$ cat src/gfx_pkg.sv
// ~~~~~~~~~~~~~~~~~~~~~~~~~~~~~~
// graphics package: canvas geometry, widths,
// coordinate and colour types for the triangle renderer
// ~~~~~~~~~~~~~~~~~~~~~~~~~~~~~~

package gfx_pkg;

    localparam int cordw     = 16;   // signed coordinate width
    localparam int cidxw     = 4;    // colour index width
    localparam int scale     = 1;    // drawing scale, 1 gives 320x180
    localparam int canvas_w  = 320;  // canvas width in pixels
    localparam int canvas_h  = 180;  // canvas height in pixels
    localparam int npix      = canvas_w * canvas_h;
    localparam int addrw     = 16;   // covers 57600 pixels
    localparam int shape_cnt = 3;    // triangles in the scene

    typedef logic signed [cordw-1:0] coord_t;
    typedef logic [cidxw-1:0]        cidx_t;
    typedef logic [addrw-1:0]        fb_addr_t;

    // one triangle corner or line endpoint
    typedef struct packed {
        coord_t x;
        coord_t y;
    } vertex_t;

    // one drawn pixel with its colour
    typedef struct packed {
        coord_t x;
        coord_t y;
        cidx_t  cidx;
    } pixel_t;

endpackage

$ cat src/draw_line.sv
// ~~~~~~~~~~~~~~~~~~~~~~~~~~~~~~
// line drawer: integer Bresenham, one pixel per
// cycle while oe is high, endpoints ordered top to bottom
// ~~~~~~~~~~~~~~~~~~~~~~~~~~~~~~

`timescale 1ns/1ps

module draw_line (
    input  logic             clk,
    input  logic             rst,
    input  logic             start,    // begin a new line
    input  logic             oe,       // low stalls the output
    input  gfx_pkg::vertex_t p0,
    input  gfx_pkg::vertex_t p1,
    output gfx_pkg::coord_t  x,        // current point
    output gfx_pkg::coord_t  y,
    output logic             drawing,  // pixel valid this cycle
    output logic             busy,
    output logic             done      // one cycle after last pixel
);
    import gfx_pkg::*;

    typedef enum logic [1:0] {idle, setup, step} state_t;

    state_t                  state;
    vertex_t                 pa;       // upper endpoint
    vertex_t                 pb;       // lower endpoint
    coord_t                  sx;       // x step of +1 or -1
    coord_t                  dx;       // always >= 0
    coord_t                  dy;       // always <= 0
    coord_t                  dx_n;
    coord_t                  dy_n;
    logic signed [cordw:0]   err;
    logic signed [cordw+1:0] err2;
    logic                    swap;
    logic                    movx;
    logic                    movy;
    logic                    last;

    always_comb begin
        swap = p0.y > p1.y;   // draw downwards only
        dx_n = (pb.x > pa.x) ? pb.x - pa.x : pa.x - pb.x;
        dy_n = pa.y - pb.y;
        err2 = {err, 1'b0};
        movx = err2 >= dy;
        movy = err2 <= dx;
        last = (x == pb.x) && (y == pb.y);
    end

    // control
    always_ff @(posedge clk) begin
        if (rst) begin
            state <= idle;
            done  <= 1'b0;
        end else begin
            done <= 1'b0;
            case (state)
                idle: begin
                    if (start) state <= setup;
                end
                setup: begin
                    state <= step;
                end
                step: begin
                    if (oe && last) begin
                        state <= idle;
                        done  <= 1'b1;
                    end
                end
                default: state <= idle;
            endcase
        end
    end

    // endpoint capture and stepping
    always_ff @(posedge clk) begin
        case (state)
            idle: begin
                if (start) begin
                    pa <= swap ? p1 : p0;
                    pb <= swap ? p0 : p1;
                end
            end
            setup: begin
                dx  <= dx_n;
                dy  <= dy_n;
                err <= dx_n + dy_n;
                sx  <= (pb.x > pa.x) ? coord_t'(1) : -coord_t'(1);
                x   <= pa.x;
                y   <= pa.y;
            end
            step: begin
                if (oe && !last) begin
                    if (movx) x <= x + sx;
                    if (movy) y <= y + coord_t'(1);
                    if (movx && movy) err <= err + dx + dy;
                    else if (movx) err <= err + dy;
                    else if (movy) err <= err + dx;
                end
            end
            default: ;
        endcase
    end

    assign drawing = (state == step) && oe;
    assign busy    = state != idle;

endmodule

$ cat src/draw_triangle.sv
// ~~~~~~~~~~~~~~~~~~~~~~~~~~~~~~
// triangle outline drawer: runs the line drawer
// over v0-v1, v1-v2 and v2-v0 in turn
// ~~~~~~~~~~~~~~~~~~~~~~~~~~~~~~

`timescale 1ns/1ps

module draw_triangle (
    input  logic             clk,
    input  logic             rst,
    input  logic             start,
    input  logic             oe,
    input  gfx_pkg::vertex_t v0,
    input  gfx_pkg::vertex_t v1,
    input  gfx_pkg::vertex_t v2,
    output gfx_pkg::coord_t  x,
    output gfx_pkg::coord_t  y,
    output logic             drawing,
    output logic             busy,
    output logic             done
);
    import gfx_pkg::*;

    typedef enum logic [2:0] {idle, edge0, edge1, edge2, finish} state_t;

    state_t  state;
    vertex_t lp0;          // endpoints of the current edge
    vertex_t lp1;
    logic    line_start;
    logic    line_busy;
    logic    line_done;

    // edge endpoints follow the state
    always_comb begin
        case (state)
            edge1: begin
                lp0 = v1;
                lp1 = v2;
            end
            edge2: begin
                lp0 = v2;
                lp1 = v0;
            end
            default: begin
                lp0 = v0;
                lp1 = v1;
            end
        endcase
    end

    always_ff @(posedge clk) begin
        if (rst) begin
            state      <= idle;
            line_start <= 1'b0;
        end else begin
            line_start <= 1'b0;
            case (state)
                idle: begin
                    if (start) begin
                        state      <= edge0;
                        line_start <= 1'b1;
                    end
                end
                edge0: begin
                    if (line_done) begin
                        state      <= edge1;
                        line_start <= 1'b1;
                    end
                end
                edge1: begin
                    if (line_done) begin
                        state      <= edge2;
                        line_start <= 1'b1;
                    end
                end
                edge2: begin
                    if (line_done) state <= finish;
                end
                default: state <= idle;   // finish lasts one cycle
            endcase
        end
    end

    draw_line u_line (
        .clk,
        .rst,
        .start   (line_start),
        .oe,
        .p0      (lp0),
        .p1      (lp1),
        .x,
        .y,
        .drawing,
        .busy    (line_busy),
        .done    (line_done)
    );

    assign busy = (state != idle) || line_busy;
    assign done = state == finish;

endmodule

$ cat src/render_triangles.sv
// ~~~~~~~~~~~~~~~~~~~~~~~~~~~~~~
// scene sequencer: draws the three triangle
// outlines of the fixed scene, each in its own colour
// ~~~~~~~~~~~~~~~~~~~~~~~~~~~~~~

`timescale 1ns/1ps

module render_triangles (
    input  logic            clk,
    input  logic            rst,
    input  logic            oe,
    input  logic            start,
    output gfx_pkg::pixel_t pix,      // valid while drawing
    output logic            drawing,
    output logic            busy,
    output logic            done      // stays high until reset
);
    import gfx_pkg::*;

    typedef enum logic [1:0] {idle, init, draw, complete} state_t;

    state_t     state;
    logic [1:0] shape_id;
    vertex_t    v0;
    vertex_t    v1;
    vertex_t    v2;
    cidx_t      cidx;
    coord_t     px;
    coord_t     py;
    logic       tri_start;
    logic       tri_busy;
    logic       tri_done;

    function automatic vertex_t scaled(input int vx, input int vy);
        vertex_t v;
        v.x = coord_t'(vx * scale);
        v.y = coord_t'(vy * scale);
        return v;
    endfunction

    always_ff @(posedge clk) begin
        if (rst) begin
            state     <= idle;
            shape_id  <= '0;
            tri_start <= 1'b0;
        end else begin
            tri_start <= 1'b0;
            case (state)
                idle: begin
                    if (start) begin
                        state    <= init;
                        shape_id <= '0;
                    end
                end
                init: begin
                    tri_start <= 1'b1;   // vertices loaded this cycle
                    state     <= draw;
                end
                draw: begin
                    if (tri_done) begin
                        if (shape_id == 2'(shape_cnt - 1)) begin
                            state <= complete;
                        end else begin
                            shape_id <= shape_id + 2'd1;
                            state    <= init;
                        end
                    end
                end
                default: state <= complete;   // only reset leaves here
            endcase
        end
    end

    // shape table
    always_ff @(posedge clk) begin
        if (state == init) begin
            case (shape_id)
                2'd0: begin
                    v0   <= scaled(30, 10);
                    v1   <= scaled(140, 40);
                    v2   <= scaled(80, 82);
                    cidx <= cidx_t'(3);
                end
                2'd1: begin
                    v0   <= scaled(35, 80);
                    v1   <= scaled(110, 45);
                    v2   <= scaled(85, 5);
                    cidx <= cidx_t'(2);
                end
                default: begin
                    v0   <= scaled(11, 18);
                    v1   <= scaled(31, 75);
                    v2   <= scaled(49, 48);
                    cidx <= cidx_t'(1);
                end
            endcase
        end
    end

    draw_triangle u_tri (
        .clk,
        .rst,
        .start   (tri_start),
        .oe,
        .v0,
        .v1,
        .v2,
        .x       (px),
        .y       (py),
        .drawing,
        .busy    (tri_busy),
        .done    (tri_done)
    );

    always_comb begin
        pix.x    = px;
        pix.y    = py;
        pix.cidx = cidx;
    end

    assign busy = tri_busy || (state == init) || (state == draw);
    assign done = state == complete;

endmodule

$ cat config.mk
export PLATFORM = sky130hd
export DESIGN_NAME = render_triangles
export DESIGN_NICKNAME = d
export VERILOG_FILES = /design/src/gfx_pkg.sv /design/src/draw_line.sv /design/src/draw_triangle.sv /design/src/render_triangles.sv
export SDC_FILE = /design/constraint.sdc
export NUM_CORES = 1
export LEC_CHECK = 0
export ABC_AREA = 1
export BUFFER_PORTS_ARGS = -buffer_cell sky130_fd_sc_hd__buf_4
export CAP_MARGIN = 20
export CORE_MARGIN = 5
export CORE_UTILIZATION = 50
export DETAILED_ROUTE_END_ITERATION = 10
export PLACE_DENSITY = 0.72
export SLEW_MARGIN = 20
export SYNTH_ARGS = -nofsm -noshare
export SYNTH_HDL_FRONTEND = slang
export SYNTH_SLANG_ARGS = --single-unit
$ cat constraint.sdc
create_clock -name clk -period 12 [get_ports clk]
set_clock_uncertainty 0.15 [all_clocks]
set_input_delay 0.6 -clock clk [delete_from_list [all_inputs] [get_ports clk]]
set_output_delay 0.6 -clock clk [all_outputs]
set_load 0.01 [all_outputs]
* Yosys cells after proc, flatten, opt, wreduce, memory -nomap -nowiden
Index checks and enable logic that the tools add are counted.
** Word-level totals
- Register bits :: 273
- Input bits :: 4
- Output and inout bits :: 39
- Logic and storage cells :: 134
** Operators by class
- $add $sub $neg :: 10
- Magnitude comparators :: 4
- Equality and inequality tests :: 26
- Multiplexer cells :: 42
- Bitwise operators :: 1
- Reduce and logical (&&, ||, !) cells :: 27
** Operators by type and width (number)
- 32-bit case mux with 2 select lines :: 2
- 16-bit 2-to-1 mux :: 6
- 17-bit 2-to-1 mux :: 4
- 32-bit 2-to-1 mux :: 2
- 16-bit case mux with 2 select lines :: 2
- 17-bit by 16-bit adder with 17-bit output :: 3
- 24-bit case mux with 2 select lines :: 1
- 16-bit subtractor :: 3
- 23-bit case mux with 2 select lines :: 1
- 22-bit case mux with 2 select lines :: 1
- 17-bit case mux with 2 select lines :: 1
- 16-bit equality test :: 2
- 16-bit > comparator :: 2
- 2-bit != test (second input constant) :: 11
- 18-bit by 16-bit >= comparator with 1-bit output :: 1
- 18-bit by 16-bit less-or-equal comparator with 1-bit output :: 1
- 16-bit by 16-bit adder with 17-bit output :: 1
- 16-bit adder :: 1
- 16-bit by 2-bit adder with 16-bit output (second input constant) :: 1
- 2-bit 2-to-1 mux :: 8
- 3-bit 2-to-1 mux :: 4
- 2-bit case mux with 3 select lines :: 2
- 3-bit case mux with 4 select lines :: 1
- 3-bit AND reduction :: 3
- other kinds (22) :: 46

* Longest topological paths before layout
- Word-level depth :: 6
- Gate-level depth with buffers :: 26
- Mapped depth without buffers :: 25

* Hierarchy
A second synthesis with hierarchy kept.
** Unflattened totals
- Cell total of the unflattened synthesis :: 2304
- Area, all modules :: 16642.2 µm²
** Modules (own cells, without submodules)
- draw_line :: instances 1, cells each 2002, area each 14721.6 µm², seq. area each 4444.3 µm²
- draw_triangle :: instances 1, cells each 245, area each 1390.1 µm², seq. area each 80.1 µm²
- render_triangles :: instances 1, cells each 57, area each 530.5 µm², seq. area each 280.3 µm²

* Worst setup path before layout
OpenSTA, ideal clock, no wires.
- Kind :: reg2reg
- Start point :: register u_tri.u_line.pa[23] (netlist name)
- End point :: register u_tri.u_line.err[15] (data pin)
- Library setup time :: 253 ps
- Data arrival time :: 3546 ps
- Data required time :: 11597 ps
- Slack :: 8051 ps
- Cell stages (with the launch flop) :: 19
- Buffers on the path :: 1
- Period minus slack after synthesis :: 3949 ps
- Cell sequence :: edfxtp_1 > inv_1 > ha_1 > nand2_2 > inv_1 > a21oi_1 > nand2_2 > nand2_4 > clkinv_1 > a2111oi_0 > ha_1 > clkbuf_1 > a21oi_1 > o21a_1 > nor2_1 > a2111oi_0 > nand3_1 > nand3_1 > nand2_1
** Between the ends
- Cells in the longest elaborated chain, start to end :: 4
- Elaborated cells on any way between the ends :: 6
- Classes of those cells :: add/sub: 3; order compare: 1; mux: 2
** Ends and longest elaborated chain
- start: declaration :: RTL line draw_line.sv:26 : vertex_t pa;
- start signal: assignment :: RTL line draw_line.sv:80 : pa <= swap ? p1 : p0;
- 16-bit subtractor / 16-bit > comparator (equally long branches) :: RTL line draw_line.sv:42 : dx_n = (pb.x > pa.x) ? pb.x - pa.x : pa.x - pb.x;
- 16-bit 2-to-1 mux (*) :: RTL line draw_line.sv:42
- net u_tri.u_line.dx_n[12] :: RTL line draw_line.sv:31 : coord_t dx_n;
- 16-bit by 16-bit adder with 17-bit output (*) :: RTL line draw_line.sv:87 : err <= dx_n + dy_n;
- 17-bit case mux with 2 select lines (*) :: RTL line draw_line.sv:77 : case (state)
- end signal: assignment :: RTL line draw_line.sv:87
- end signal: assignment :: RTL line draw_line.sv:96 : if (movx && movy) err <= err + dx + dy;
- end signal: assignment :: RTL line draw_line.sv:97 : else if (movx) err <= err + dy;
- end: declaration :: RTL line draw_line.sv:33 : logic signed [cordw:0] err;
Mark *: on every way through the listed nets, which the timed path passes. The rest lies on a longest branch.
A chain may end at the register's enable or synchronous reset.

* Final worst setup path
Ends and elaborated chain as after synthesis.

==> flow_summary.yaml <==
logic_synthesis:
  yosys_most_used_dff: "edfxtp_1"
  synth_edf_count: 114
  synth_top_cell_area_share_pct: 28.8
  syn_avg_cell_area_um2: 7.69
  yosysSeqAreaShare_pct: 30.8
  postSynthCellCount: 1546
  synthArstFlopShare_pct: 0
  synth_area_um2: 11900
  yosysWarnings: 0
  synth_top_area_cell: "edfxtp_1"
  synth_seq_cells: 126
  synth_area_leaders: "edfxtp_1 29%, ha_1 16%, nand2_1 11%, inv_1 6.4%, a21oi_1 6.0%"
  synth.distinct_cells: 59
power:
  p_seq_share_pct: 20.5
  peakVddDrop_mv: 0.167
  power_density_nw_per_um2: 306
  p_clk_share_pct: 13.0
  p_sw_mw: 2.06
  combPwrFrac_pct: 66.5
  power.internal_mw: 1.95
  leakagePower_nw: 6.19
  swShare_pct: 51.4
floorplan:
  initial_core_util_pct: 50.8
  ios: 43
  die_w_um: 164
  die_h_um: 164
  num_rows: 56
  die-area_um2: 26900
  core_region_area_um2: 23400
setup_path:
  endpoint_kind: "register"
  r2r_slack_ns: 7.34
  rr_startpoint: "u_tri.u_line.pa[23]"
  r2r_end: "u_tri.u_line.err[15]"
  cp.arrival_ns: 4.69
  cp_max_fo: 16
  r2r_cells: 18
  crit_path_start_kind: "register"
  critPathKind: "register to register"
  cp.required_ns: 12.02
hold_path:
  hp-start: "rst"
  hold_end: "state[1]"
  hp-class: "input pin to register"
  min_delay_path_depth: 2
cts:
  post_cts_resized: 0
  cts_hold_buf: 0
  cts_num_sinks: 126
  clk_pin_slew_ns: 0.06
  cts_tree: "built"
  clockRootBuffer: "clkbuf_16"
  cts_buffers: 17
  postCtsSetupBuffers: 0
  cts.htree.levels: 4
  clockBufferDepth: 2
  clock_latency_ns: 0.42
placement:
  io_buffers: 40
  place_hpwl_um: 24900
  place_inst: 1884
  routabilityCongestion: 0.948
  place_area_um2: 12500
timing:
  worst_slew_pin_slew_ns: 1.09
  finalHoldViolations: 0
  post-route-period-util_pct: 38.9
  min_period_ns: 4.66
  setup_tns_ns: 0
  fmax_mhz: 214
  finalMaxSlewViolations: 0
  setup_viol_count_final: 0
  rsz0062_at_grt: "false"
  max_slew_margin_pct: 25.5
routing:
  num_vias: 10600
  drtPass1Iterations: 5
  drt-total-wl_um: 31300
  ant_nets: 0
  via_per_inst: 5.54
  wl_per_cell_um: 16.3
  drtIter0Drc: 543
  route.detailed.drc: 0
global_route:
  grt_use_total_pct: 23.6
  grt_pass1_wl_um: 50700
  grt_pass1_vias: 10300
  antenna_found_initial: 0
  gr-total-overflow: 0
  grt_max_degree: 48
final_layout:
  stdcell_count: 1916
  register_area_um2: 3660
  fin_nets: 1749
  fill_cells: 2236
  multi_input_area_um2: 7260
  syn_to_final_growth_pct: 10.1
  design_area_um2: 13100
  diodes: 0
  drive_gt1_share_pct: 8.27
outcome:
  status: "finished, final reports clean"
run:
  drv_cap: 0
[worst max-delay path, stage by stage, from the launching register on]
cell and delay (ns):
edfxtp_1 0.46, inv_1 0.07, ha_1 0.37, nand2_2 0.13
inv_1 0.05, a21oi_1 0.18, nand2_2 0.11, nand2_4 0.16
clkinv_1 0.25, a2111oi_0 0.98, ha_1 0.40, inv_1 0.14
nor3_1 0.07, inv_1 0.07, nor2_1 0.05, a2111oi_0 0.49
nand3_1 0.15, nand3_1 0.11, nand2_1 0.05
[per-stage QoR]
stage	utilization, %	power [mW]	setup WS (ns)	hold WS [ns]
6_report	55.9	4.01	7.34	0.270
4_1_cts	55.9	3.99	7.40	0.263
3_5_place_dp	53.3	3.45	7.43	0.314
3_3_place_gp	53.3	3.41	7.62	0.312
2_1_floorplan	-	2.75	8.05	0.294
5_1_grt	55.9	4.37	6.99	0.282
[flip-flops by register name (all words and copies together) (netlist names), 2 cells and up]
name                cells
shape_id                2
state                   2
u_tri.state             3
u_tri.u_line.dx        15
u_tri.u_line.dy        13
u_tri.u_line.err       17
u_tri.u_line.pa        15
u_tri.u_line.pb        15
u_tri.u_line.state      2
u_tri.u_line.x         16
u_tri.u_line.y         16
v0                      2
v1                      3
[power groups by stage]
stage	sequential, mW	clock, mW	combinational (mW)
2_1_floorplan	0.789	0	1.96
3_3_place_gp	0.821	0	2.59
3_5_place_dp	0.823	0	2.62
4_1_cts	0.816	0.528	2.64
5_1_grt	0.833	0.549	2.99
6_report	0.821	0.521	2.67
[per-layer routing]
metal  share of wire (%)  wire length (µm)  GRT usage (%)
met2                  48             15000           41.1
met4                 3.7              1140           9.87
met1                  43             13500           29.5
met5                   0                 0              0
met3                 5.3              1650           3.19
[synthesized netlist by cell type (all sizes together) (8+ instances only)]
master	n
nor3	31
edfxtp	114
nand4	19
a21oi	143
dfxtp	12
xor2	45
a21o	11
a31oi	9
a211oi	8
buf	22
o31ai	9
o21ai	106
ha	150
nand3	100
nor2	92
xnor2	19
inv	212
nand2	370
fa	11
[kinds of logic (layout without fill, tap and decap cells)]
logic type	count (synthesis)	after routing	share of synthesized area (%)
AND/OR/NAND/NOR	630	630	23.4
flip-flops	126	126	30.8
other	1	2	0.0316
adder cells (fa/ha/maj)	161	161	17.6
buffers and inverters	242	292	8.10
AO/OA/AOI/OAI	321	321	15.1
multiplexers	1	1	0.0842
XOR/XNOR	64	64	4.78
[layout by cell type (no fill, tap or decap), types with 4 or more instances in the layout]
cell,count
inv_2,7
nor3_1,27
o21bai_1,7
or2_2,4
nor2_1,86
a21oi_1,142
fa_1,11
nand4_1,16
ha_1,150
nor4_1,4
clkbuf_16,17
a2111oi_0,4
nand2_2,17
a31oi_1,9
o31ai_1,8
a211oi_1,8
xor2_1,44
edfxtp_1,114
o21a_1,4
xnor2_1,19
buf_4,47
nand3_2,5
o211ai_1,5
a21boi_0,5
clkinvlp_4,4
o21ai_1,21
inv_1,203
nand2_1,351
a21o_1,11
dfxtp_1,12
o21ai_0,83
nor2_2,5
clkinv_1,4
nand3_1,95
[final cells by class]
type / instances / area share, %
multi-input combinational: 1179 / 55.5
sequential: 126 / 28.0
inverter: 213 / 6.15
clock buffer: 18 / 3.28
tap: 319 / 3.05
timing repair buffer: 47 / 2.70
clock inverter: 14 / 1.28
[worst max-delay path by stage]
stage | from | to | cells past startpoint
2_1_floorplan | u_tri.u_line.pa[23] | u_tri.u_line.err[15] | 18
3_3_place_gp | u_tri.u_line.pa[23] | u_tri.u_line.err[15] | 17
3_5_place_dp | u_tri.u_line.pa[23] | u_tri.u_line.err[15] | 17
4_1_cts | u_tri.u_line.pa[23] | u_tri.u_line.err[15] | 17
5_1_grt | u_tri.u_line.pa[23] | u_tri.u_line.err[15] | 17
6_report | u_tri.u_line.pa[23] | u_tri.u_line.err[15] | 18
No activity file was read; power rests on OpenSTA's default activity.
